===== src/design/spi_pkg.sv =====
/*
 * SPI sequencer shared definitions
 * register map, memory sizes and sequencer states
 */
package spi_pkg;

    localparam int ADDR_W       = 8;
    localparam int MEM_BYTES    = 4;
    localparam int MEM_BITS     = MEM_BYTES * 8;
    localparam int BIT_CNT_W    = 6;
    localparam int VERSION      = 1;
    localparam int OUT_MEM_BASE = 16;
    localparam int IN_MEM_BASE  = 16 + MEM_BYTES;

    // host register addresses
    typedef enum logic [ADDR_W-1:0] {
        REG_RESET    = 8'd0,  // write soft reset, read version
        REG_START    = 8'd1,  // write start, read done flag
        REG_BITS_LO  = 8'd3,
        REG_BITS_HI  = 8'd4,
        REG_WAIT_0   = 8'd5,
        REG_WAIT_1   = 8'd6,
        REG_WAIT_2   = 8'd7,
        REG_WAIT_3   = 8'd8,
        REG_REPEAT_0 = 8'd9,
        REG_REPEAT_1 = 8'd10,
        REG_REPEAT_2 = 8'd11,
        REG_REPEAT_3 = 8'd12
    } reg_addr_e;

    typedef enum logic [1:0] {
        SEQ_IDLE,
        SEQ_SHIFT,
        SEQ_WAIT
    } seq_state_e;

endpackage

===== src/design/spi_core.sv =====
/*
 * SPI sequencer top level
 * host register file, output and input pattern memories, sequencer
 */
`timescale 1ns/10ps

module spi_core (
    input  logic                       SPI_CLK,
    input  logic                       RST,
    input  logic [spi_pkg::ADDR_W-1:0] bus_addr,
    input  logic [7:0]                 bus_wdata,
    input  logic                       bus_wr,
    input  logic                       bus_rd,
    output logic [7:0]                 bus_rdata,
    output logic                       sclk,
    input  logic                       sdo,
    output logic                       sdi,
    output logic                       sen,
    output logic                       sld
);

    logic                          rst;
    logic                          soft_rst;
    logic                          start;
    logic                          done;
    logic [15:0]                   conf_bits;
    logic [31:0]                   conf_wait;
    logic [31:0]                   conf_repeat;
    logic                          out_mem_we;
    logic [7:0]                    out_mem_rdata;
    logic [7:0]                    in_mem_rdata;
    logic                          tx_bit;
    logic [spi_pkg::BIT_CNT_W-1:0] tx_bit_addr;
    logic [spi_pkg::BIT_CNT_W-1:0] rx_bit_addr;
    logic                          rx_wr;

    assign rst = RST | soft_rst;

    spi_regs i_regs (
        .SPI_CLK       (SPI_CLK),
        .RST           (rst),
        .bus_addr      (bus_addr),
        .bus_wdata     (bus_wdata),
        .bus_wr        (bus_wr),
        .done          (done),
        .out_mem_rdata (out_mem_rdata),
        .in_mem_rdata  (in_mem_rdata),
        .bus_rdata     (bus_rdata),
        .soft_rst      (soft_rst),
        .start         (start),
        .conf_bits     (conf_bits),
        .conf_wait     (conf_wait),
        .conf_repeat   (conf_repeat),
        .out_mem_we    (out_mem_we)
    );

    // both bases are 4-byte aligned
    spi_bit_mem i_out_mem (
        .SPI_CLK    (SPI_CLK),
        .byte_addr  (bus_addr[1:0]),
        .byte_we    (out_mem_we),
        .byte_wdata (bus_wdata),
        .byte_rdata (out_mem_rdata),
        .bit_addr   (tx_bit_addr),
        .bit_we     (1'b0),
        .bit_wdata  (1'b0),
        .bit_rdata  (tx_bit)
    );

    spi_bit_mem i_in_mem (
        .SPI_CLK    (SPI_CLK),
        .byte_addr  (bus_addr[1:0]),
        .byte_we    (1'b0),
        .byte_wdata (8'h00),
        .byte_rdata (in_mem_rdata),
        .bit_addr   (rx_bit_addr),
        .bit_we     (rx_wr),
        .bit_wdata  (sdo),
        .bit_rdata  ()
    );

    spi_sequencer i_seq (
        .SPI_CLK     (SPI_CLK),
        .RST         (rst),
        .start       (start),
        .conf_bits   (conf_bits),
        .conf_wait   (conf_wait),
        .conf_repeat (conf_repeat),
        .tx_bit      (tx_bit),
        .tx_bit_addr (tx_bit_addr),
        .rx_bit_addr (rx_bit_addr),
        .rx_wr       (rx_wr),
        .sclk        (sclk),
        .sen         (sen),
        .sdi         (sdi),
        .sld         (sld),
        .done        (done),
        .sdo         (sdo)
    );

endmodule


===== src/design/spi_sequencer.sv =====
/*
 * SPI transfer sequencer
 * shifts conf_bits bits per transfer, waits, repeats, and pulses load and done
 */
`timescale 1ns/10ps

module spi_sequencer (
    input  logic                          SPI_CLK,
    input  logic                          RST,
    input  logic                          start,
    input  logic [15:0]                   conf_bits,
    input  logic [31:0]                   conf_wait,
    input  logic [31:0]                   conf_repeat,
    input  logic                          tx_bit,
    output logic [spi_pkg::BIT_CNT_W-1:0] tx_bit_addr,
    output logic [spi_pkg::BIT_CNT_W-1:0] rx_bit_addr,
    output logic                          rx_wr,
    output logic                          sclk,
    output logic                          sen,
    output logic                          sdi,
    output logic                          sld,
    output logic                          done,
    input  logic                          sdo
);

    spi_pkg::seq_state_e state;
    logic [15:0]         bit_cnt;
    logic [31:0]         wait_cnt;
    logic [31:0]         rep_cnt;
    logic                en;
    logic                more_reps;
    logic                last_xfer;
    logic                en_d1;
    logic                en_d2;

    assign en          = (state == spi_pkg::SEQ_SHIFT);
    assign more_reps   = (conf_repeat == 32'd0) || (rep_cnt < conf_repeat);  // 0 runs forever
    assign tx_bit_addr = bit_cnt[spi_pkg::BIT_CNT_W-1:0];
    assign rx_bit_addr = bit_cnt[spi_pkg::BIT_CNT_W-1:0];
    assign rx_wr       = en;  // sdo goes straight to the input memory
    assign sclk        = SPI_CLK & sen;

    always_ff @(posedge SPI_CLK) begin
        if (RST) begin
            state     <= spi_pkg::SEQ_IDLE;
            bit_cnt   <= 16'd0;
            wait_cnt  <= 32'd0;
            rep_cnt   <= 32'd0;
            last_xfer <= 1'b0;
        end else if (start && conf_bits != 16'd0) begin
            state     <= spi_pkg::SEQ_SHIFT;
            bit_cnt   <= 16'd0;
            rep_cnt   <= 32'd1;
            last_xfer <= 1'b0;
        end else begin
            case (state)
                spi_pkg::SEQ_SHIFT: begin
                    if (bit_cnt + 16'd1 >= conf_bits) begin
                        state     <= spi_pkg::SEQ_WAIT;
                        wait_cnt  <= 32'd1;
                        last_xfer <= !more_reps;
                    end else begin
                        bit_cnt <= bit_cnt + 16'd1;
                    end
                end
                spi_pkg::SEQ_WAIT: begin
                    // at least one idle cycle so sen drops between transfers
                    if (wait_cnt >= conf_wait) begin
                        if (more_reps) begin
                            state   <= spi_pkg::SEQ_SHIFT;
                            bit_cnt <= 16'd0;
                            rep_cnt <= rep_cnt + 32'd1;
                        end else begin
                            state <= spi_pkg::SEQ_IDLE;
                        end
                    end else begin
                        wait_cnt <= wait_cnt + 32'd1;
                    end
                end
                default: state <= spi_pkg::SEQ_IDLE;
            endcase
        end
    end

    // load pulse on the delayed falling edge of en
    always_ff @(posedge SPI_CLK) begin
        if (RST) begin
            en_d1 <= 1'b0;
            en_d2 <= 1'b0;
            sld   <= 1'b0;
            done  <= 1'b0;
        end else begin
            en_d1 <= en;
            en_d2 <= en_d1;
            sld   <= en_d2 & ~en_d1;
            done  <= en_d2 & ~en_d1 & last_xfer;
        end
    end

    always_ff @(negedge SPI_CLK) begin
        if (RST) begin
            sen <= 1'b0;
            sdi <= 1'b0;
        end else begin
            sen <= en;
            sdi <= tx_bit & en;
        end
    end

endmodule


===== src/design/spi_bit_mem.sv =====
/*
 * Pattern memory, byte port for the host and bit port for the shifter
 * bits are stored MSB-first within each byte
 */
`timescale 1ns/10ps

module spi_bit_mem (
    input  logic                          SPI_CLK,
    input  logic [1:0]                    byte_addr,
    input  logic                          byte_we,
    input  logic [7:0]                    byte_wdata,
    output logic [7:0]                    byte_rdata,
    input  logic [spi_pkg::BIT_CNT_W-1:0] bit_addr,
    input  logic                          bit_we,
    input  logic                          bit_wdata,
    output logic                          bit_rdata
);

    logic [7:0]                   mem [spi_pkg::MEM_BYTES];
    logic [spi_pkg::BIT_CNT_W-4:0] bit_byte;
    logic [2:0]                   bit_pos;
    logic                         bit_in_range;

    assign bit_byte     = bit_addr[spi_pkg::BIT_CNT_W-1:3];
    assign bit_pos      = 3'd7 - bit_addr[2:0];  // msb first
    assign bit_in_range = (bit_addr < spi_pkg::MEM_BITS);

    always_ff @(posedge SPI_CLK) begin
        if (byte_we) begin
            mem[byte_addr] <= byte_wdata;
        end
        if (bit_we && bit_in_range) begin
            mem[bit_byte[1:0]][bit_pos] <= bit_wdata;
        end
    end

    always_ff @(posedge SPI_CLK) begin
        byte_rdata <= mem[byte_addr];
    end

    always_comb begin
        if (bit_in_range) begin
            bit_rdata = mem[bit_byte[1:0]][bit_pos];
        end else begin
            bit_rdata = 1'b0;
        end
    end

endmodule


===== src/design/spi_regs.sv =====
/*
 * SPI register file
 * config bytes, start and soft reset strobes, done flag and bus readback
 */
`timescale 1ns/10ps

module spi_regs (
    input  logic                       SPI_CLK,
    input  logic                       RST,
    input  logic [spi_pkg::ADDR_W-1:0] bus_addr,
    input  logic [7:0]                 bus_wdata,
    input  logic                       bus_wr,
    input  logic                       done,
    input  logic [7:0]                 out_mem_rdata,
    input  logic [7:0]                 in_mem_rdata,
    output logic [7:0]                 bus_rdata,
    output logic                       soft_rst,
    output logic                       start,
    output logic [15:0]                conf_bits,
    output logic [31:0]                conf_wait,
    output logic [31:0]                conf_repeat,
    output logic                       out_mem_we
);

    logic [spi_pkg::ADDR_W-1:0] prev_addr;
    logic [7:0]                 reg_rdata;
    logic                       done_flag;

    assign soft_rst   = bus_wr && (bus_addr == spi_pkg::REG_RESET);
    assign start      = bus_wr && (bus_addr == spi_pkg::REG_START);
    assign out_mem_we = bus_wr && (bus_addr >= spi_pkg::OUT_MEM_BASE)
                               && (bus_addr < spi_pkg::IN_MEM_BASE);

    always_ff @(posedge SPI_CLK) begin
        if (RST) begin
            conf_bits   <= 16'(spi_pkg::MEM_BITS);
            conf_wait   <= 32'd0;
            conf_repeat <= 32'd1;
        end else if (bus_wr) begin
            case (bus_addr)
                spi_pkg::REG_BITS_LO:  conf_bits[7:0]     <= bus_wdata;
                spi_pkg::REG_BITS_HI:  conf_bits[15:8]    <= bus_wdata;
                spi_pkg::REG_WAIT_0:   conf_wait[7:0]     <= bus_wdata;
                spi_pkg::REG_WAIT_1:   conf_wait[15:8]    <= bus_wdata;
                spi_pkg::REG_WAIT_2:   conf_wait[23:16]   <= bus_wdata;
                spi_pkg::REG_WAIT_3:   conf_wait[31:24]   <= bus_wdata;
                spi_pkg::REG_REPEAT_0: conf_repeat[7:0]   <= bus_wdata;
                spi_pkg::REG_REPEAT_1: conf_repeat[15:8]  <= bus_wdata;
                spi_pkg::REG_REPEAT_2: conf_repeat[23:16] <= bus_wdata;
                spi_pkg::REG_REPEAT_3: conf_repeat[31:24] <= bus_wdata;
                default: ;
            endcase
        end
    end

    // low while a run is in progress
    always_ff @(posedge SPI_CLK) begin
        if (RST) begin
            done_flag <= 1'b1;
        end else if (start) begin
            done_flag <= 1'b0;
        end else if (done) begin
            done_flag <= 1'b1;
        end
    end

    always_ff @(posedge SPI_CLK) begin
        case (bus_addr)
            spi_pkg::REG_RESET:    reg_rdata <= 8'(spi_pkg::VERSION);
            spi_pkg::REG_START:    reg_rdata <= {7'd0, done_flag};
            spi_pkg::REG_BITS_LO:  reg_rdata <= conf_bits[7:0];
            spi_pkg::REG_BITS_HI:  reg_rdata <= conf_bits[15:8];
            spi_pkg::REG_WAIT_0:   reg_rdata <= conf_wait[7:0];
            spi_pkg::REG_WAIT_1:   reg_rdata <= conf_wait[15:8];
            spi_pkg::REG_WAIT_2:   reg_rdata <= conf_wait[23:16];
            spi_pkg::REG_WAIT_3:   reg_rdata <= conf_wait[31:24];
            spi_pkg::REG_REPEAT_0: reg_rdata <= conf_repeat[7:0];
            spi_pkg::REG_REPEAT_1: reg_rdata <= conf_repeat[15:8];
            spi_pkg::REG_REPEAT_2: reg_rdata <= conf_repeat[23:16];
            spi_pkg::REG_REPEAT_3: reg_rdata <= conf_repeat[31:24];
            default:               reg_rdata <= 8'h00;
        endcase
    end

    // same latency as the memory byte port
    always_ff @(posedge SPI_CLK) begin
        if (RST) begin
            prev_addr <= '0;
        end else begin
            prev_addr <= bus_addr;
        end
    end

    always_comb begin
        if (prev_addr < spi_pkg::OUT_MEM_BASE) begin
            bus_rdata = reg_rdata;
        end else if (prev_addr < spi_pkg::IN_MEM_BASE) begin
            bus_rdata = out_mem_rdata;
        end else if (prev_addr < spi_pkg::IN_MEM_BASE + spi_pkg::MEM_BYTES) begin
            bus_rdata = in_mem_rdata;
        end else begin
            bus_rdata = 8'h00;  // unmapped
        end
    end

endmodule


===== config.mk =====
export PLATFORM = sky130hd
export DESIGN_NAME = spi_core
export DESIGN_NICKNAME = d
export VERILOG_FILES = /design/src/design/spi_pkg.sv /design/src/design/spi_core.sv /design/src/design/spi_sequencer.sv /design/src/design/spi_bit_mem.sv /design/src/design/spi_regs.sv
export SDC_FILE = /design/constraint.sdc
export NUM_CORES = 1
export LEC_CHECK = 0
export ABC_AREA = 1
export BUFFER_PORTS_ARGS = -buffer_cell sky130_fd_sc_hd__buf_4
export CAP_MARGIN = 40
export CORE_MARGIN = 3
export CORE_UTILIZATION = 33
export DETAILED_ROUTE_END_ITERATION = 16
export GPL_ROUTABILITY_DRIVEN = 0
export SLEW_MARGIN = 20
export SYNTH_ARGS = -nofsm -noshare
export SYNTH_HDL_FRONTEND = slang
export SYNTH_SLANG_ARGS = --single-unit

===== constraint.sdc =====
create_clock -name SPI_CLK -period 4.64 [get_ports SPI_CLK]
set_clock_uncertainty 0.2 [all_clocks]
set_input_delay 0.928 -clock SPI_CLK [delete_from_list [all_inputs] [get_ports SPI_CLK]]
set_output_delay 0.928 -clock SPI_CLK [all_outputs]
set_load 0.02 [all_outputs]

# [Word level (Yosys, flattened, before mapping)]
# Memory sizes are Yosys's and may differ from the RTL's. A register that Yosys moved wholly into a read port is not among the register bits.
# Index checks and enable logic that the tools add are counted.
[word_totals] ramBits=64 output_inout_bits=12 mem_count=2 elab_cells=139 input_bits=21 ff_bits=186
[memory_table] memory="i_in_mem.mem" depth=4 width=8 read_ports=1 rd_ports_with_merged_regs=1 wr=1 line="spi_bit_mem.sv:19" source="logic [7:0] mem [spi_pkg::MEM_BYTES];"
[memory_table] memory="i_out_mem.mem" depth=4 width=8 read_ports=2 rd_ports_with_merged_regs=2 wr=1 line="spi_bit_mem.sv:19"
[op_classes] order_cmp=11 n_eq_ne=20 addsub=4 reduce_logical=35 n_mux=34 bitwise=7
[ops] cell="$pmux 8 s12" count=1
[ops] cell="$add 32x1->32 const B" count=2
[ops] cell="$mux 32" count=2
[ops] cell="$pmux 32 s2" count=1
[ops] cell="$mux 16" count=3
[ops] cell="$eq 8x4->1 const B" count=5
[ops] cell="$eq 8x3->1 const B" count=4
[ops] cell="$ge 32x32->1" count=1
[ops] cell="$logic_not 32->1" count=1
[ops] cell="$lt 32x32->1" count=1
[ops] cell="$lt 8x5->1 const B" count=4
[ops] cell="$mux 8" count=4
[ops] cell="$pmux 16 s2" count=1
[ops] cell="$reduce_and 2->1" count=13
[ops] cell="$add 16x1->16 const B" count=1
[ops] cell="$ge 16x16->1" count=1
[ops] cell="$reduce_bool 16->1" count=1
[ops] cell="$mux 1" count=15
[ops] cell="$reduce_bool 2->1" count=5
[ops] cell="$eq 8x1->1 const B" count=1
[ops] cell="$eq 8x2->1 const B" count=1
[ops] cell="$ge 8x5->1 const B" count=1
[ops] cell="$logic_not 8->1" count=1
[ops] cell="$mux 2" count=4
[ops] cell="21 further kinds" count=37

# [Longest topological paths before layout]
[depth] word_depth=7 ltp_mapped=22 ltp_nobuf=20

# [By module]
# Synthesis repeated with hierarchy kept, for this count alone.
[hier_totals] cells_unflattened=2476 area_unflattened_um2=16834.9
[by_module_without_submodules] mod="spi_sequencer" seq_area_each_um2=1781.7 cells_per_inst=1179 n_inst=1 area_each_um2=7593.5
[by_module_without_submodules] mod="spi_regs" seq_area_each_um2=1901.8 cells_per_inst=653 n_inst=1 area_each_um2=4508.1
[by_module_without_submodules] mod="spi_bit_mem at i_out_mem" seq_area_each_um2=1121.1 cells_per_inst=320 n_inst=1 area_each_um2=2369.8
[by_module_without_submodules] mod="spi_bit_mem at i_in_mem" seq_area_each_um2=1121.1 cells_per_inst=320 n_inst=1 area_each_um2=2348.5
[by_module_without_submodules] mod="spi_core" seq_area_each_um2=0.0 cells_per_inst=4 n_inst=1 area_each_um2=15.0

==> impl_metrics.csv <==
group,metric,value,unit
worst_setup_path,timing.critical_path.arrival,3.63,ns
pwr,max-vdd-ir-drop,0.000277,V
die,overall_die_height,216,µm
die,dieWidth,216,µm
die,boundaryPins,33,
hold_path,min_path_type,"register to register",
final_layout,fillerInstances,4502,
cts,clock_transition_at_the_register_clock_pins_on_the_worst_setup_and_hold_paths_after_cts,0.06,ns
timing,timing.final.ws_setup,-0.118,ns
timing,tightest_slew,0.771,ns
timing,final-hold-violation-count,0,
timing,final_max_slew_viol_count,0,
synthesis,proportion_of_synthesized_flip_flops_having_asynchronous_set_or_reset,0,
cts,clock_latency,0.70,ns
synthesis,yosysTopAreaCell,"sky130_fd_sc_hd__dfxtp_1",
hold_path,hold_path_depth,2,
placement,port-buffer-count,31,
worst_setup_path,r2r.worst_path.cells,8,
route,drc_markers,0,
synthesis,synth_sequential_area_ratio,0.409,
pwr,internal-power,0.00403,W
worst_setup_path,criticalPathCategory,"register to primary output",
synthesis,synth_seq_cells,266,
final_layout,layout.cell_area.non_filler,0.0165,mm²
final_layout,area_added_between_synthesis_and_finish,13.4,%
synthesis,synth_edf_count,64,
synthesis,mean_cell_area_of_the_mapped_netlist,7.40,µm²
timing,finalSetupViolations,4,
timing,finalSetupTns,-0.213,ns
grt,grt_first_pass_wirelength,67600,µm
route,first_pass_iters,6,
worst_setup_path,critPathRequiredTime,3.51,ns
synthesis,ys.warnings.count,0,
synthesis,syn_area,0.0146,mm²
final_layout,finalNetCount,2094,
grt,maximum_number_of_pins_on_one_net_before_global_route_repair,87,
route,postRouteAntennaNets,0,
synthesis,syn_inst,1973,
cts,post-cts-setup-buffer-count,0,
pwr,p_switching,0.00119,W
grt,gr-total-overflow,0,
placement,dpl-instance-area,0.0154,mm²
pwr,leakage,6.45,nW
outcome,violations_in_the_final_reports,"setup timing",
grt,grt_pass1_vias,12500,
worst_setup_path,end_kind,"primary output",
final_layout,finish.utilization,0.382,
final_layout,regArea,0.00597,mm²
final_layout,post_route_cells_drive_above_1_share,0.0700,
route,route.vias.total,13300,
cts,cts_tree,"yes",
pwr,clkPwrFrac,0.503,
route,detailedRoute.firstIterationViolations,1257,
final_layout,num_antenna_cells,0,
timing,max-slew-margin-rel,0.484,
grt,grt_use_total,0.177,
timing,rsz0062_at_grt,"true",
route,routed_via_density,5.10,
outcome,status,"complete, but fails checks",
synthesis,yosys_most_used_dff,"sky130_fd_sc_hd__dfxtp_1",
grt,grt_antenna_before_repair,2,
die,initial_core_util,0.337,
synthesis,post-synth-top-area-fraction,0.277,
placement,place.detailed.hpwl,30600,µm
die,core_area,0.0434,mm²
die,floorplan.die_area,0.0468,mm²
synthesis,yosys.cell_types.count,47,
final_layout,most_frequent_cells_in_the_layout,"sky130_fd_sc_hd__nand2_1 (395), sky130_fd_sc_hd__nor2_1 (254), sky130_fd_sc_hd__inv_1 (211)",
route,drt_wl_total,42000,µm
synthesis,syn_nets,2078,
final_layout,final_common_cell,"sky130_fd_sc_hd__nand2_1",
pwr,power.density,316,mW/mm²
pwr,share_comb_of_total_power,0.039,
run,maxCapViolations,0,
die,fp-row-count,76,
worst_setup_path,crit_fanout,2,
pwr,sw_frac_of_total,0.229,
worst_setup_path,critical_path_start_type,"register",
final_layout,multi_input_gate_area,0.00746,mm²
route,drt-wirelength-per-cell,16.1,µm
pwr,p_seq_frac,0.458,
synthesis,yosys-top-cells-area,"sky130_fd_sc_hd__dfxtp_1 (28%), sky130_fd_sc_hd__edfxtp_1 (13%), sky130_fd_sc_hd__nand2_1 (10%)",
==> path summary, 6_finish.rpt <==
kind	start	endpoint	slack, ns
max reg2reg	register	i_seq.sdi$_SDFF_NP0_	0.33
min	i_seq.en_d2$_SDFF_PP0_	i_seq.done$_SDFF_PP0_	0.25
max	i_seq.sen$_DFF_N_	sclk	-0.12
min reg2reg	i_seq.en_d2$_SDFF_PP0_	i_seq.done$_SDFF_PP0_	0.25
==> cell families after synthesis <==
kind of cell / count (synthesis) / synth area share
AND/OR/NAND/NOR: 894 / 0.262
adder cells (fa/ha/maj): 84 / 0.0720
AO/OA/AOI/OAI: 381 / 0.144
XOR/XNOR: 55 / 0.0330
flip-flops: 266 / 0.409
buffers and inverters: 293 / 0.0809
==> per-layer routing <==
metal | GRT usage | wire [µm]
met3 | 0.0271 | 2920
met4 | 0.0552 | 1150
met1 | 0.236 | 18400
met5 | 0 | 26
met2 | 0.294 | 19400
==> repair_timing <==
| item | 4_1_cts | 5_1_grt |
|---|---|---|
| endpoints found under the setup margin | 4 | 4 |
| gates resized for setup | 5 | 2 |
| hold buffers | 0 | 0 |
==> state kept, by name (all words and copies together) (netlist names), named ones only <==
signal / flops
i_seq.state: 2
i_seq.done: 1
i_regs.reg_rdata: 8
i_seq.en_d2: 1
i_seq.last_xfer: 1
i_in_mem.byte_rdata: 8
i_regs.done_flag: 1
i_regs.conf_bits: 16
i_seq.en_d1: 1
i_out_mem.mem: 32
i_seq.sen: 1
i_out_mem.byte_rdata: 8
i_regs.conf_wait: 32
i_seq.bit_cnt: 16
i_seq.wait_cnt: 32
i_seq.rep_cnt: 32
i_seq.sld: 1
i_in_mem.mem: 32
i_seq.sdi: 1
i_regs.conf_repeat: 32
i_regs.prev_addr: 6
==> metrics by stage <==
step / setup slack, ns / hold slack (ns) / power (W) / instances
floorplan: -0.0158 / 0.221 / 0.00256 / 1973
global placement: 0.112 / 0.238 / 0.00264 / 2535
detailed placement: 0.0925 / 0.247 / 0.00265 / 2537
CTS: -0.173 / 0.249 / 0.00528 / 2599
global route: -0.180 / 0.270 / 0.00541 / 2599
finish: -0.118 / 0.253 / 0.00522 / 2599
==> power groups by stage <==
stage	registers, W	logic, W	clock network [W]
finish	0.00239	0.000203	0.00262
global route	0.00239	0.000223	0.00279
CTS	0.00239	0.000202	0.00268
detailed placement	0.00244	0.000201	0.00000407
global placement	0.00244	0.000195	0.00000407
floorplan	0.00244	0.000119	0.00000406
==> area by class of cell <==
class | instances | area share
Clock buffer | 43 | 0.0563
Multi-Input combinational cell | 1414 | 0.451
Clock inverter | 22 | 0.0133
Sequential cell | 266 | 0.361
Inverter | 218 | 0.0495
Tap cell | 585 | 0.0442
Timing Repair Buffer | 51 | 0.0250
==> Yosys cell counts, types with 2 or more instances <==
library cell and instances:
sky130_fd_sc_hd__nand3_1 103, sky130_fd_sc_hd__xor2_1 47, sky130_fd_sc_hd__nor3_2 3, sky130_fd_sc_hd__o211ai_1 8
sky130_fd_sc_hd__o21a_1 3, sky130_fd_sc_hd__a21oi_4 2, sky130_fd_sc_hd__a21oi_1 189, sky130_fd_sc_hd__a22oi_1 15
sky130_fd_sc_hd__a21o_1 3, sky130_fd_sc_hd__a211oi_1 3, sky130_fd_sc_hd__buf_2 20, sky130_fd_sc_hd__nor3b_1 2
sky130_fd_sc_hd__nor3_1 49, sky130_fd_sc_hd__a221oi_1 3, sky130_fd_sc_hd__edfxtp_1 64, sky130_fd_sc_hd__inv_1 211
sky130_fd_sc_hd__clkbuf_1 32, sky130_fd_sc_hd__nand2_2 3, sky130_fd_sc_hd__dfxtp_1 202, sky130_fd_sc_hd__o2111ai_1 7
sky130_fd_sc_hd__nor4_1 22, sky130_fd_sc_hd__inv_2 6, sky130_fd_sc_hd__buf_1 11, sky130_fd_sc_hd__o22ai_1 24
sky130_fd_sc_hd__nand2_1 396, sky130_fd_sc_hd__nand4_1 36, sky130_fd_sc_hd__nand4_2 2, sky130_fd_sc_hd__xnor2_1 8
sky130_fd_sc_hd__or2_1 2, sky130_fd_sc_hd__buf_4 5, sky130_fd_sc_hd__buf_6 5, sky130_fd_sc_hd__o21ai_0 112
sky130_fd_sc_hd__or2_2 3, sky130_fd_sc_hd__nand2b_1 8, sky130_fd_sc_hd__a31oi_1 8, sky130_fd_sc_hd__ha_1 84
sky130_fd_sc_hd__nor2_2 5, sky130_fd_sc_hd__nor2_1 255, sky130_fd_sc_hd__o21ai_1 2, sky130_fd_sc_hd__clkinv_1 3
==> worst max-delay path, cell delays in order, from the launching register on <==
cell and delay, ns:
sky130_fd_sc_hd__dfxtp_4 0.36, sky130_fd_sc_hd__nand2_2 0.05, sky130_fd_sc_hd__inv_2 0.04, sky130_fd_sc_hd__buf_6 0.10
Note: power is estimated with default switching activity, not from simulation.
